### config.mk
export PLATFORM = sky130hd
export DESIGN_NAME = datapathTop
export DESIGN_NICKNAME = d
export VERILOG_FILES = /design/src/logic/datapath_pkg.sv /design/src/logic/datapathTop.sv /design/src/logic/operandSelect.sv /design/src/logic/registerCell.sv /design/src/logic/regPortSelect.sv /design/src/logic/aluCore.sv /design/src/logic/controlRom.sv /design/src/logic/microSequencer.sv
export VERILOG_INCLUDE_DIRS = /design/src /design/src/logic
export SDC_FILE = /design/constraint.sdc
export NUM_CORES = 1
export LEC_CHECK = 0
export BUFFER_PORTS_ARGS = -buffer_cell sky130_fd_sc_hd__buf_4
export CAP_MARGIN = 0
export CORE_MARGIN = 1
export CORE_UTILIZATION = 24
export DETAILED_ROUTE_END_ITERATION = 12
export PLACE_DENSITY = 0.38
export SKIP_CTS_REPAIR_TIMING = 1
export SYNTH_ARGS = -nofsm -noshare
export SYNTH_HDL_FRONTEND = slang
export SYNTH_SLANG_ARGS = --single-unit
### constraint.sdc
create_clock -name clk -period 16 [get_ports clk]
set_input_delay 2.4 -clock clk [delete_from_list [all_inputs] [get_ports clk]]
set_output_delay 2.4 -clock clk [all_outputs]
set_load 0.02 [all_outputs]
### src/logic/datapath_config.svh
// Datapath configuration
`ifndef DATAPATH_CONFIG_SVH
`define DATAPATH_CONFIG_SVH

// Word and register file sizes
`define DATA_WIDTH 32
`define REG_COUNT 16

// Micro-state width
`define STATE_WIDTH 8

// Dedicated register indices
`define PC_INDEX 15
`define LINK_INDEX 14

// PC increment per fetch and branch offset scaling
`define PC_STEP 4
`define OFFSET_SHIFT 2

`endif
### src/logic/datapath_pkg.sv
// Datapath types
`include "datapath_config.svh"

package datapathPkg;

  typedef logic [`DATA_WIDTH-1:0] wordT;
  typedef logic [$clog2(`REG_COUNT)-1:0] regIdxT;

  typedef enum logic [`STATE_WIDTH-1:0] {
    stReset   = 8'd0,
    stFetch   = 8'd1,
    stDecode  = 8'd2,
    stDataImm = 8'd5,
    stBranch  = 8'd10,
    stLink    = 8'd11
  } stateT;

  // Codes 0-15 follow the instruction opcode field
  typedef enum logic [4:0] {
    opAnd, opEor, opSub, opRsb, opAdd, opAdc, opSbc, opRsc,
    opTst, opTeq, opCmp, opCmn, opOrr, opMov, opBic, opMvn,
    opPassA   = 5'd16,
    opAPlus4  = 5'd17,
    opAPlusB4 = 5'd18
  } aluOpT;

  typedef struct packed {
    logic n;
    logic z;
    logic c;
    logic v;
  } flagsT;

  typedef enum logic {aSelRn, aSelPc} aSelT;
  typedef enum logic [1:0] {cSelRd, cSelPc, cSelLr} cSelT;
  typedef enum logic {bSelImm, bSelOffset} bSelT;
  typedef enum logic {aluSrcInstr, aluSrcFixed} aluSrcT;

  typedef struct packed {
    aSelT       aSel;
    cSelT       cSel;
    bSelT       bSel;
    aluSrcT     aluSrc;
    aluOpT      aluOp;
    logic       rfEn;
    logic       irEn;
    logic       flagsEn;
    logic [2:0] nextSel;
    logic [1:0] condSel;
    logic       inv;
    stateT      target;
  } ctrlWordT;

endpackage

### src/logic/datapathTop.sv
// Microprogrammed datapath top
`include "datapath_config.svh"

module datapathTop (
  input  logic                clk,
  input  logic                rstN,
  input  datapathPkg::wordT   instr,
  input  logic                instrValid,
  output logic                ready,
  output logic                rfWrite,
  output datapathPkg::regIdxT rfWriteAddr,
  output datapathPkg::wordT   rfWriteData,
  output datapathPkg::flagsT  flags
);
  import datapathPkg::*;

  ctrlWordT             ctrl;
  stateT                state;
  regIdxT               rn;
  regIdxT               rd;
  regIdxT               readIdx;
  logic [7:0]           imm8;
  logic [23:0]          offset24;
  aluOpT                opcode;
  logic                 sBit;
  logic                 isTest;
  logic                 rfEnQual;
  logic [`REG_COUNT-1:0] writeEn;
  wordT                 cellData [`REG_COUNT];
  wordT                 aOp;
  wordT                 bOp;

  // Fetch increments PC only when the host hands over a word
  assign rfEnQual = ctrl.rfEn & (instrValid | ~ready);

  microSequencer microSequencer_inst (
    .clk(clk), .rstN(rstN), .instr(instr), .instrValid(instrValid), .ctrl(ctrl),
    .state(state), .rn(rn), .rd(rd), .imm8(imm8), .offset24(offset24),
    .opcode(opcode), .sBit(sBit)
  );

  controlRom controlRom_inst (.state(state), .ctrl(ctrl), .ready(ready));

  aluCore aluCore_inst (
    .clk(clk), .rstN(rstN), .a(aOp), .b(bOp), .ctrlOp(ctrl.aluOp), .opcode(opcode),
    .aluSrc(ctrl.aluSrc), .flagsEn(ctrl.flagsEn), .sBit(sBit), .result(rfWriteData),
    .isTest(isTest), .flags(flags)
  );

  regPortSelect regPortSelect_inst (
    .rn(rn), .rd(rd), .aSel(ctrl.aSel), .cSel(ctrl.cSel), .rfEn(rfEnQual),
    .isTest(isTest), .readIdx(readIdx), .writeIdx(rfWriteAddr), .writeEn(writeEn),
    .rfWrite(rfWrite)
  );

  for (genvar i = 0; i < `REG_COUNT; i++)
  begin : cellGen
    registerCell #(.cellIndex(i)) registerCell_inst (
      .clk(clk), .rstN(rstN), .writeData(rfWriteData), .writeEn(writeEn[i]),
      .readIdx(readIdx), .readGated(cellData[i])
    );
  end

  operandSelect operandSelect_inst (
    .cellData(cellData), .bSel(ctrl.bSel), .imm8(imm8), .offset24(offset24),
    .a(aOp), .b(bOp)
  );

endmodule

### src/logic/operandSelect.sv
// ALU operand select
`include "datapath_config.svh"

module operandSelect (
  input  datapathPkg::wordT cellData [`REG_COUNT],
  input  datapathPkg::bSelT bSel,
  input  logic [7:0]        imm8,
  input  logic [23:0]       offset24,
  output datapathPkg::wordT a,
  output datapathPkg::wordT b
);
  import datapathPkg::*;

  wordT offsetExt;

  // At most one cell drives a nonzero value
  always_comb
  begin
    a = '0;
    for (int i = 0; i < `REG_COUNT; i++)
    begin
      a = a | cellData[i];
    end
  end

  assign offsetExt = {{(`DATA_WIDTH - 24){offset24[23]}}, offset24};

  assign b = (bSel == bSelOffset) ? (offsetExt << `OFFSET_SHIFT) : wordT'(imm8);

endmodule

### src/logic/registerCell.sv
// Register file cell
`include "datapath_config.svh"

module registerCell #(
  parameter int cellIndex = 0
) (
  input  logic                clk,
  input  logic                rstN,
  input  datapathPkg::wordT   writeData,
  input  logic                writeEn,
  input  datapathPkg::regIdxT readIdx,
  output datapathPkg::wordT   readGated
);
  import datapathPkg::*;

  wordT value;

  always_ff @(posedge clk)
  begin
    if (!rstN)
      value <= '0;
    else if (writeEn)
      value <= writeData;
  end

  // Drive zero unless selected so the outputs can be OR-combined
  assign readGated = (readIdx == regIdxT'(cellIndex)) ? value : '0;

endmodule

### src/logic/regPortSelect.sv
// Register port index select
`include "datapath_config.svh"

module regPortSelect (
  input  datapathPkg::regIdxT rn,
  input  datapathPkg::regIdxT rd,
  input  datapathPkg::aSelT   aSel,
  input  datapathPkg::cSelT   cSel,
  input  logic                rfEn,
  input  logic                isTest,
  output datapathPkg::regIdxT readIdx,
  output datapathPkg::regIdxT writeIdx,
  output logic [`REG_COUNT-1:0] writeEn,
  output logic                rfWrite
);
  import datapathPkg::*;

  assign readIdx = (aSel == aSelPc) ? regIdxT'(`PC_INDEX) : rn;

  always_comb
  begin
    case (cSel)
      cSelPc:  writeIdx = regIdxT'(`PC_INDEX);
      cSelLr:  writeIdx = regIdxT'(`LINK_INDEX);
      default: writeIdx = rd;
    endcase
  end

  // Compare opcodes only touch the flags
  assign rfWrite = rfEn & ~isTest;
  assign writeEn = rfWrite ? (`REG_COUNT'(1) << writeIdx) : '0;

endmodule

### src/logic/aluCore.sv
// ALU and status flags
`include "datapath_config.svh"

module aluCore (
  input  logic               clk,
  input  logic               rstN,
  input  datapathPkg::wordT  a,
  input  datapathPkg::wordT  b,
  input  datapathPkg::aluOpT ctrlOp,
  input  datapathPkg::aluOpT opcode,
  input  datapathPkg::aluSrcT aluSrc,
  input  logic               flagsEn,
  input  logic               sBit,
  output datapathPkg::wordT  result,
  output logic               isTest,
  output datapathPkg::flagsT flags
);
  import datapathPkg::*;

  aluOpT             op;
  wordT              addX;
  wordT              addY;
  logic              addCin;
  logic              isArith;
  logic [`DATA_WIDTH:0] sum;
  logic              overflow;
  flagsT             nextFlags;

  assign op = (aluSrc == aluSrcInstr) ? opcode : ctrlOp;

  // Adder operands, subtraction as X + ~Y + carry
  always_comb
  begin
    addX    = a;
    addY    = b;
    addCin  = 1'b0;
    isArith = 1'b1;
    case (op)
      opSub, opCmp:
      begin
        addY   = ~b;
        addCin = 1'b1;
      end
      opRsb:
      begin
        addX   = b;
        addY   = ~a;
        addCin = 1'b1;
      end
      opSbc:
      begin
        addY   = ~b;
        addCin = flags.c;
      end
      opRsc:
      begin
        addX   = b;
        addY   = ~a;
        addCin = flags.c;
      end
      opAdc:     addCin = flags.c;
      opAdd, opCmn:
      begin
        addY = b;
      end
      opAPlus4:  addY = wordT'(`PC_STEP);
      opAPlusB4: addY = b + wordT'(`PC_STEP);
      default:   isArith = 1'b0;
    endcase
  end

  assign sum = {1'b0, addX} + {1'b0, addY} + {{`DATA_WIDTH{1'b0}}, addCin};
  assign overflow = (addX[`DATA_WIDTH-1] == addY[`DATA_WIDTH-1]) &&
                    (sum[`DATA_WIDTH-1] != addX[`DATA_WIDTH-1]);

  always_comb
  begin
    case (op)
      opAnd, opTst: result = a & b;
      opEor, opTeq: result = a ^ b;
      opOrr:        result = a | b;
      opMov:        result = b;
      opBic:        result = a & ~b;
      opMvn:        result = ~b;
      opPassA:      result = a;
      default:      result = sum[`DATA_WIDTH-1:0];
    endcase
  end

  assign isTest = op inside {opTst, opTeq, opCmp, opCmn};

  // Logic ops keep C and clear V
  assign nextFlags.n = result[`DATA_WIDTH-1];
  assign nextFlags.z = (result == '0);
  assign nextFlags.c = isArith ? sum[`DATA_WIDTH] : flags.c;
  assign nextFlags.v = isArith ? overflow : 1'b0;

  always_ff @(posedge clk)
  begin
    if (!rstN)
      flags <= '0;
    else if (flagsEn && (sBit || isTest))
      flags <= nextFlags;
  end

endmodule

### src/logic/controlRom.sv
// Microcode control ROM
`include "datapath_config.svh"

module controlRom (
  input  datapathPkg::stateT    state,
  output datapathPkg::ctrlWordT ctrl,
  output logic                  ready
);
  import datapathPkg::*;

  always_comb
  begin
    // Unlisted states do nothing and fall back to reset
    ctrl         = '0;
    ctrl.aSel    = aSelPc;
    ctrl.cSel    = cSelPc;
    ctrl.bSel    = bSelImm;
    ctrl.aluSrc  = aluSrcFixed;
    ctrl.aluOp   = opPassA;
    ctrl.nextSel = 3'd1;
    ctrl.target  = stFetch;
    case (state)
      stReset:
      begin
        ctrl.nextSel = 3'd2;
      end
      stFetch:
      begin
        // Hold here until the host strobe, then step to decode
        ctrl.aluOp   = opAPlus4;
        ctrl.rfEn    = 1'b1;
        ctrl.irEn    = 1'b1;
        ctrl.nextSel = 3'd5;
        ctrl.condSel = 2'd2;
        ctrl.inv     = 1'b1;
      end
      stDecode:
      begin
        ctrl.nextSel = 3'd0;
      end
      stDataImm:
      begin
        ctrl.aSel    = aSelRn;
        ctrl.cSel    = cSelRd;
        ctrl.aluSrc  = aluSrcInstr;
        ctrl.rfEn    = 1'b1;
        ctrl.flagsEn = 1'b1;
        ctrl.nextSel = 3'd2;
      end
      stBranch:
      begin
        ctrl.bSel    = bSelOffset;
        ctrl.aluOp   = opAPlusB4;
        ctrl.rfEn    = 1'b1;
        ctrl.nextSel = 3'd2;
      end
      stLink:
      begin
        ctrl.cSel    = cSelLr;
        ctrl.rfEn    = 1'b1;
        ctrl.nextSel = 3'd2;
        ctrl.target  = stBranch;
      end
      default:
      begin
        ctrl.nextSel = 3'd1;
      end
    endcase
  end

  assign ready = (state == stFetch);

endmodule

### src/logic/microSequencer.sv
// Microsequencer
`include "datapath_config.svh"

module microSequencer (
  input  logic                 clk,
  input  logic                 rstN,
  input  datapathPkg::wordT    instr,
  input  logic                 instrValid,
  input  datapathPkg::ctrlWordT ctrl,
  output datapathPkg::stateT   state,
  output datapathPkg::regIdxT  rn,
  output datapathPkg::regIdxT  rd,
  output logic [7:0]           imm8,
  output logic [23:0]          offset24,
  output datapathPkg::aluOpT   opcode,
  output logic                 sBit
);
  import datapathPkg::*;

  wordT  ir;
  stateT classState;
  stateT incState;
  stateT nextState;
  logic  condRaw;
  logic  sts;

  // IR only loads on an accepted fetch
  always_ff @(posedge clk)
  begin
    if (!rstN)
      ir <= '0;
    else if (ctrl.irEn && instrValid)
      ir <= instr;
  end

  // Instruction class encoder
  always_comb
  begin
    if (ir[27:25] == 3'b001)
      classState = stDataImm;
    else if (ir[27:25] == 3'b101)
      classState = ir[24] ? stLink : stBranch;
    else
      classState = stFetch;
  end

  always_comb
  begin
    case (ctrl.condSel)
      2'd1:    condRaw = 1'b1;
      2'd2:    condRaw = instrValid;
      default: condRaw = 1'b0;
    endcase
  end

  assign sts = condRaw ^ ctrl.inv;
  assign incState = stateT'(state + 1'b1);

  // Next address select, condition picks between two sources
  always_comb
  begin
    case (ctrl.nextSel)
      3'd0:    nextState = classState;
      3'd1:    nextState = stReset;
      3'd2:    nextState = ctrl.target;
      3'd3:    nextState = incState;
      3'd4:    nextState = sts ? ctrl.target : classState;
      3'd5:    nextState = sts ? ctrl.target : incState;
      3'd6:    nextState = sts ? classState : incState;
      default: nextState = classState;
    endcase
  end

  always_ff @(posedge clk)
  begin
    if (!rstN)
      state <= stReset;
    else
      state <= nextState;
  end

  // IR fields
  assign rn       = ir[19:16];
  assign rd       = ir[15:12];
  assign imm8     = ir[7:0];
  assign offset24 = ir[23:0];
  assign opcode   = aluOpT'({1'b0, ir[24:21]});
  assign sBit     = ir[20];

endmodule

==> summary.txt, run 1 <==
Status
  – Status: complete, no violations

Critical path
  – Slowest CP cell: a211oi_4
  – FF-to-FF End: aluCore_inst.flags[2]$_SDFFE_PN0P_
  – CP Launch Type: register
  – Crit path buffers/inverters: 2
  – R2r setup slk: 7.42 ns
  – CP arrival: around 8.5 ns
  – CP Max Fanout: 21
  – WP data required: about 14 ns
  – R2R Path Start: microSequencer_inst.ir[19]$_SDFFE_PN0P_
  – Worst Setup End Kind: output pin
  – CP top delay family: compound AO/OA/AOI/OAI gates
  – Critical Path Max Stage Delay: between 0.9 and 1 ns
  – Worst-path cell chain: buf_4 > nand2b_1 > o21ai_0 > a2111oi_0 > a31oi_1 > nor2_1 > mux2i_1 > ha_1 > o21ai_1 > a21oi_1 > o21ai_1 > o221a_2 > o41a_1 > o21ai_0 > o41ai_1 > a211oi_4 > buf_4
  – Reg2Reg Depth: 21
  – Crit Path Class: reg2out

GRT
  – Largest net degree at the start of global routing: 200
  – Initial antenna violation count: 2
  – First-pass GRT wire length: roughly 200 mm
  – Vias in the first global route: between 20000 and 30000
  – GR Overflow Total: 0
  – Overall Global Routing Usage: 0.217

Route
  – Per-cell routed wire length: 25.9 um
  – Via density: roughly 5.1
  – WL met1: around 66 mm
  – Residual DRC: 0
  – Routed Antenna Nets: 0
  – Met2 WL post-DR: 62.8 mm
  – DRT Wirelength: between 100 and 150 mm
  – Met3 WL: roughly 6.8 mm
  – Top layer reached by signal wires: met4
  – DRT Pass-1 Iters: 5
  – Initial DRC count: between 2000 and 3000
  – Vias: ~28000

Yosys
  – Synth cell count leaders: 998 x nand2_1, 552 x dfxtp_1, 286 x a21boi_0
  – Yosys warns: 0
  – Cell taking the most area after synthesis: dfxtp_1
  – Top-count cell post-synth: nand2_1
  – Asr flop ratio synth: 0
  – Syn Area/Cell: 7.93 sq um
  – Seq cells post-synth: 552
  – Number of enable flip-flop cells after synthesis: 0
  – Post-synth cell types: between 100 and 150
  – Area contributors post-synth: dfxtp_1 37%, nand2_1 13%, a21boi_0 7.2%
  – Yosys top cell area share: 0.372
  – Cell area after synthesis: ~0.03 sq mm
  – Post-synthesis sequential area ratio: 0.372
  – Most used DFF post-synth: dfxtp_1
  – Post-Syn Instances: 3740

STA
  – Tmin final: ~11 ns
  – Final Worst Setup Slack: between 5 and 6 ns
  – Skew final: between 0.04 and 0.05 ns
  – Setup violations, final: 0
  – RSZ-0062 raised after global routing: no
  – Max frequency: 0.0916 GHz
  – Max_slew headroom: 0.239
  – Hold slack: about 0.45 ns
  – Final TNS setup: 0 ns
  – Tcrit/Tclk final: 0.682
  – Fin. Hold Viols: 0
  – Fin. max-slew vios: 0
  – Worst Tran Pin Value: 1.14 ns

CTS
  – Worst-Skew Late Latency: 0.66 ns
  – CTS tree: built
  – TritonCTS Buffers: 73
  – CTS Sinks: around 550
  – CTS Buffer Depth: 3
  – Clock transition at path regs: ~0.050 ns
  – Clk root buf: clkbuf_16
  – H-tree Lvls: 3

Layout
  – Nets@finish: 3788
  – Final std cells w/o fill: between 5000 and 6000
  – Layout cell share with drive strength beyond 1: 0.114
  – Layout area overhead: 16.3%

Job
  – Max-cap viol count: 0

Placed design
  – Place WS: roughly 5.9 ns
  – IO Port Bufs: 72
  – Placer Congestion: between 0.8 and 0.9
  – HPWL after DPL: 91.5 mm
  – Placed instance count: 5233

Worst hold path
  – Hold Path Sink: cellGen[12].registerCell_inst.value[8]$_SDFFE_PN0P_
  – Type of the tightest min-delay check: reg2reg
  – Worst Hold Launch: cellGen[12].registerCell_inst.value[8]$_SDFFE_PN0P_
  – Hold depth: 2

Pwr
  – Power density over the cells: approximately 90 mW/mm^2
  – VDD IR max: 0.0652 mV
  – Overall Power: a little over 3 mW
  – Pleak: 13.1 nW

Floorplanning
  – IO Count: between 70 and 80
  – Die X: roughly 350 um
  – Initial core utilization: 0.243
  – Die area: about 0.13 sq mm
  – Die height: around 350 um
  – Rows: 128
  – Placeable Area: about 0.12 sq mm
==> worst reg2reg max path, stage by stage (launching register included) <==
cell and delay [ns]:
dfxtp_4 0.68, buf_4 0.59, and4b_1 0.92, a221oi_1 0.18
a31oi_1 0.54, and4b_1 0.37, a221oi_1 0.35, fa_1 0.27
inv_1 0.07, fa_1 0.45, a21oi_1 0.32, o211ai_1 0.21
a31oi_1 0.55, a31oi_1 0.22, xor2_1 0.25, o22ai_2 0.57
inv_2 0.36, a21oi_1 0.23, nand4b_1 0.11, nor4_1 0.71
nand4_1 0.33, o31ai_2 0.24
==> placed cells by master, fill, tap and decap left out, types with 23 or more instances in the layout <==
cell,netlist,routed
clkbuf_16,0,73
a21oi_1,95,95
nor2_1,128,117
a21boi_0,286,286
and2_1,126,125
o21ai_0,192,192
o211a_1,133,133
a22oi_1,84,82
inv_1,54,54
mux2i_1,47,46
and3_1,25,23
xor2_1,24,24
buf_4,13,197
a22o_1,35,35
nand3_1,55,53
nand2_1,998,993
ha_1,68,68
nor3_1,33,27
a221oi_1,31,29
dfxtp_1,552,548
xnor2_1,24,24
==> cells by family after synthesis <==
kind of cell	synth area share
XOR/XNOR	0.0142
AO/OA/AOI/OAI	0.280
adder cells (fa/ha/maj)	0.0300
other	0.000126
flip-flops	0.372
AND/OR/NAND/NOR	0.226
multiplexers	0.0224
buffers and inverters	0.0549
==> metal layers <==
| layer | vias up | track usage |
|---|---|---|
| met5 | - | 0 |
| met4 | 0 | 0.0535 |
| met3 | 163 | 0.0271 |
| met2 | 743 | 0.345 |
| met1 | 13620 | 0.307 |
| li1 | 13019 | - |
==> worst max path at each step <==
stage,startpoint,to,cells past startpoint
after global routing,microSequencer_inst.ir[16]$_SDFFE_PN0P_,rfWriteData[31],17
after global placement,microSequencer_inst.ir[16]$_SDFFE_PN0P_,rfWriteData[31],17
after CTS,microSequencer_inst.ir[16]$_SDFFE_PN0P_,rfWriteData[31],17
after detailed placement,microSequencer_inst.ir[16]$_SDFFE_PN0P_,rfWriteData[31],17
after floorplan,microSequencer_inst.state[1]$_SDFF_PN0_,rfWriteData[31],26
final,microSequencer_inst.ir[16]$_SDFFE_PN0P_,rfWriteData[31],17
==> per-stage QoR <==
step           area (sq um)  utilization
4_1_cts               34500        0.282
3_5_place_dp          32200        0.263
6_report              34500        0.283
5_1_grt               34500        0.282
2_1_floorplan         29700            -
3_3_place_gp          32200        0.263
==> area by class of cell <==
class | count | area (sq um)
fillers | 13188 | 87700
clock inverters | 20 | 278
repair buffers | 199 | 1510
diodes | 2 | 5.00
multi-input cells | 2800 | 17300
flip-flops and latches | 552 | 11100
clock buffers | 106 | 2080
well taps | 1625 | 2030
inverters | 57 | 214
==> registers in the layout, indices dropped and copies added, names as in the netlist <==
signal and flops:
aluCore_inst.flags 4, microSequencer_inst.state 8, cellGen.registerCell_inst.value 512, microSequencer_inst.ir 28
==> report_power, final <==
| group | switching [mW] | internal (mW) |
|---|---|---|
| clock | 0.682 | 0.957 |
| sequential | 0.000692 | 1.37 |
| combinational | 0.0277 | 0.0177 |
(Power assumes the default switching activity.)
==> inputs of run 2 (changes only) <==
clock period = 11 ns   (was 16 ns; I/O delays follow)
==> run 2 against run 1 <==
- routed wire length grew 2.5%
- critical endpoint is now rfWriteData[30]
- largest cell class unchanged
- highest routed layer is now met5
- combinational power grew 46%
- flip-flop and latch count is the same
- first-iteration DRC count shrank 0.75%
- die area is the same
- sequential share of layout area shrank 0.14 points
==> summary.txt, run 2 (same netlist as run 1, synthesis figures left out) <==
Status
  – Status: complete, no violations

Route
  – Per-cell routed wire length: between 20 and 30 um
  – Via density: roughly 5.1
  – DRT Wirelength: 142 mm
  – DRT Pass-1 Iters: 6
  – Residual DRC: 0
  – Vias: ~28000
  – Initial DRC count: ~2500
  – Routed Antenna Nets: 0

Critical path
  – Critical Path Max Stage Delay: about 1.1 ns
  – Crit path to: rfWriteData[30]
  – CP Launch Type: register
  – Reg2Reg Depth: 23
  – Slowest CP cell: nor4bb_2
  – Worst-path cell chain: buf_4 > nor4bb_2 > buf_4 > and3_1 > a22oi_1 > and3_1 > nand3_1 > o211ai_1 > ha_1 > a21oi_1 > o211ai_1 > o22ai_1 > a2111oi_0 > a2bb2oi_1 > a211oi_1 > o21a_1 > nor3_2 > inv_1 > buf_4
  – FF-to-FF End: aluCore_inst.flags[2]$_SDFFE_PN0P_
  – R2R Path Start: microSequencer_inst.ir[16]$_SDFFE_PN0P_
  – R2r setup slk: 2.99 ns
  – CP Max Fanout: 33
  – WP data required: roughly 9.4 ns
  – CP arrival: ~7.8 ns
  – Worst Setup End Kind: output pin
  – Most Frequent Cell on Critical Path: buf_4
  – Crit Path Class: reg2out
  – Origin of the worst setup path: microSequencer_inst.ir[16]$_SDFFE_PN0P_

Layout
  – Commonest non-fill, non-tap cells in the layout: 994 x nand2_1, 548 x dfxtp_1, 286 x a21boi_0
  – Largest Register: cellGen.registerCell_inst.value
  – Layout cell share with drive strength beyond 1: 0.118
  – Final std cells w/o fill: 5372
  – Nets@finish: between 3000 and 4000
  – # fillers: between 10000 and 15000
  – Design area: about 0.035 sq mm
  – Most common cell after layout, fill and taps aside: nand2_1
  – Max reg flops: between 500 and 600
  – Biggest regs: cellGen.registerCell_inst.value x512, microSequencer_inst.ir x28, microSequencer_inst.state x8
  – Layout area overhead: 16.9%

Pwr
  – VDD IR max: ~0.11 mV
  – Overall Power: 4.52 mW
  – Pleak: ~13 nW
  – Power density over the cells: 130 mW/mm^2

Floorplanning
  – Rows: between 100 and 150
  – Die X: around 350 um
  – Die area: approximately 0.13 sq mm
  – IO Count: between 70 and 80
  – Die height: about 350 um
  – Placeable Area: about 0.12 sq mm
  – Initial core utilization: 0.243

Placed design
  – Placer Congestion: 0.862
  – Placed instance count: roughly 5200
  – HPWL after DPL: roughly 95 mm
  – Placed cell area: 0.0322 sq mm
  – IO Port Bufs: between 70 and 80

STA
  – Tmin final: 9.47 ns
  – RSZ-0062 raised after global routing: no
  – Final TNS setup: 0 ns
  – Worst Tran Pin Value: ~1.3 ns
  – Tcrit/Tclk final: 0.861
  – Setup violations, final: 0
  – Fin. max-slew vios: 0
  – Max frequency: around 0.11 GHz
  – Skew final: 0.0524 ns
  – Max_slew headroom: 0.126
  – Fin. Hold Viols: 0

GRT
  – Initial antenna violation count: 3
  – First-pass GRT wire length: slightly above 200 mm
  – Overall Global Routing Usage: 0.223
  – Largest net degree at the start of global routing: ~220
  – GR Overflow Total: 0
  – Vias in the first global route: ~26000

CTS
  – H-tree Lvls: 3
  – Worst-Skew Late Latency: 0.67 ns
  – Clock transition at path regs: 0.06 ns
  – CTS tree: built
  – CTS Buffer Depth: 3
  – CTS Sinks: roughly 550
  – Clk root buf: clkbuf_16
  – TritonCTS Buffers: just over 70

Worst hold path
  – Type of the tightest min-delay check: reg2reg
  – Worst Hold Launch: cellGen[1].registerCell_inst.value[31]$_SDFFE_PN0P_

Job
  – Max-cap viol count: 0
==> run 2: layout make-up <==
type	instances	area [sq um]	area share
diodes	1	2.50	0.0000722
clock buffers	105	2130	0.0613
clock inverters	21	307	0.00884
inverters	57	214	0.00617
multi-input cells	2800	17300	0.500
flip-flops and latches	552	11100	0.319
well taps	1625	2030	0.0586
repair buffers	211	1600	0.0463
==> run 2: where the power goes <==
part | internal (mW) | switching, mW
sequential | 2.00 | 0.00114
clock | 1.45 | 1.01
combinational | 0.0256 | 0.0405
total | 3.47 | 1.05
==> run 2: per-layer routing <==
layer	up-vias	share of wire	track usage
met5	-	0.00011	0
met4	2	0.022	0.0511
li1	13052	-	-
met2	744	0.45	0.351
met3	160	0.051	0.0270
met1	13677	0.48	0.320
==> run 2: how the worst min path moves through the flow <==
stage,cells past startpoint,slack (ns),end
floorplan,2,0.43,cellGen[12].registerCell_inst.value[8]$_SDFFE_PN0P_
global placement,2,0.43,cellGen[12].registerCell_inst.value[8]$_SDFFE_PN0P_
detailed placement,2,0.44,cellGen[12].registerCell_inst.value[15]$_SDFFE_PN0P_
CTS,2,0.45,cellGen[12].registerCell_inst.value[15]$_SDFFE_PN0P_
global route,2,0.47,cellGen[1].registerCell_inst.value[31]$_SDFFE_PN0P_
finish,2,0.45,cellGen[1].registerCell_inst.value[31]$_SDFFE_PN0P_
==> run 2: metrics by stage <==
step	utilization	setup slack [ns]	hold slack (ns)
6_report	0.284	1.53	0.451
3_5_place_dp	0.264	2.22	0.444
2_1_floorplan	-	3.52	0.426
5_1_grt	0.284	1.27	0.469
4_1_cts	0.284	1.50	0.452
3_3_place_gp	0.264	2.16	0.434
==> run 2: critical path, delay by kind of cell, from the launching register on <==
kind	cells	cell delay [ns]
buf+inv	4	0.93
fa+ha+maj	1	0.44
compound gates	9	2.33
flops	1	0.49
simple gates	5	2.92
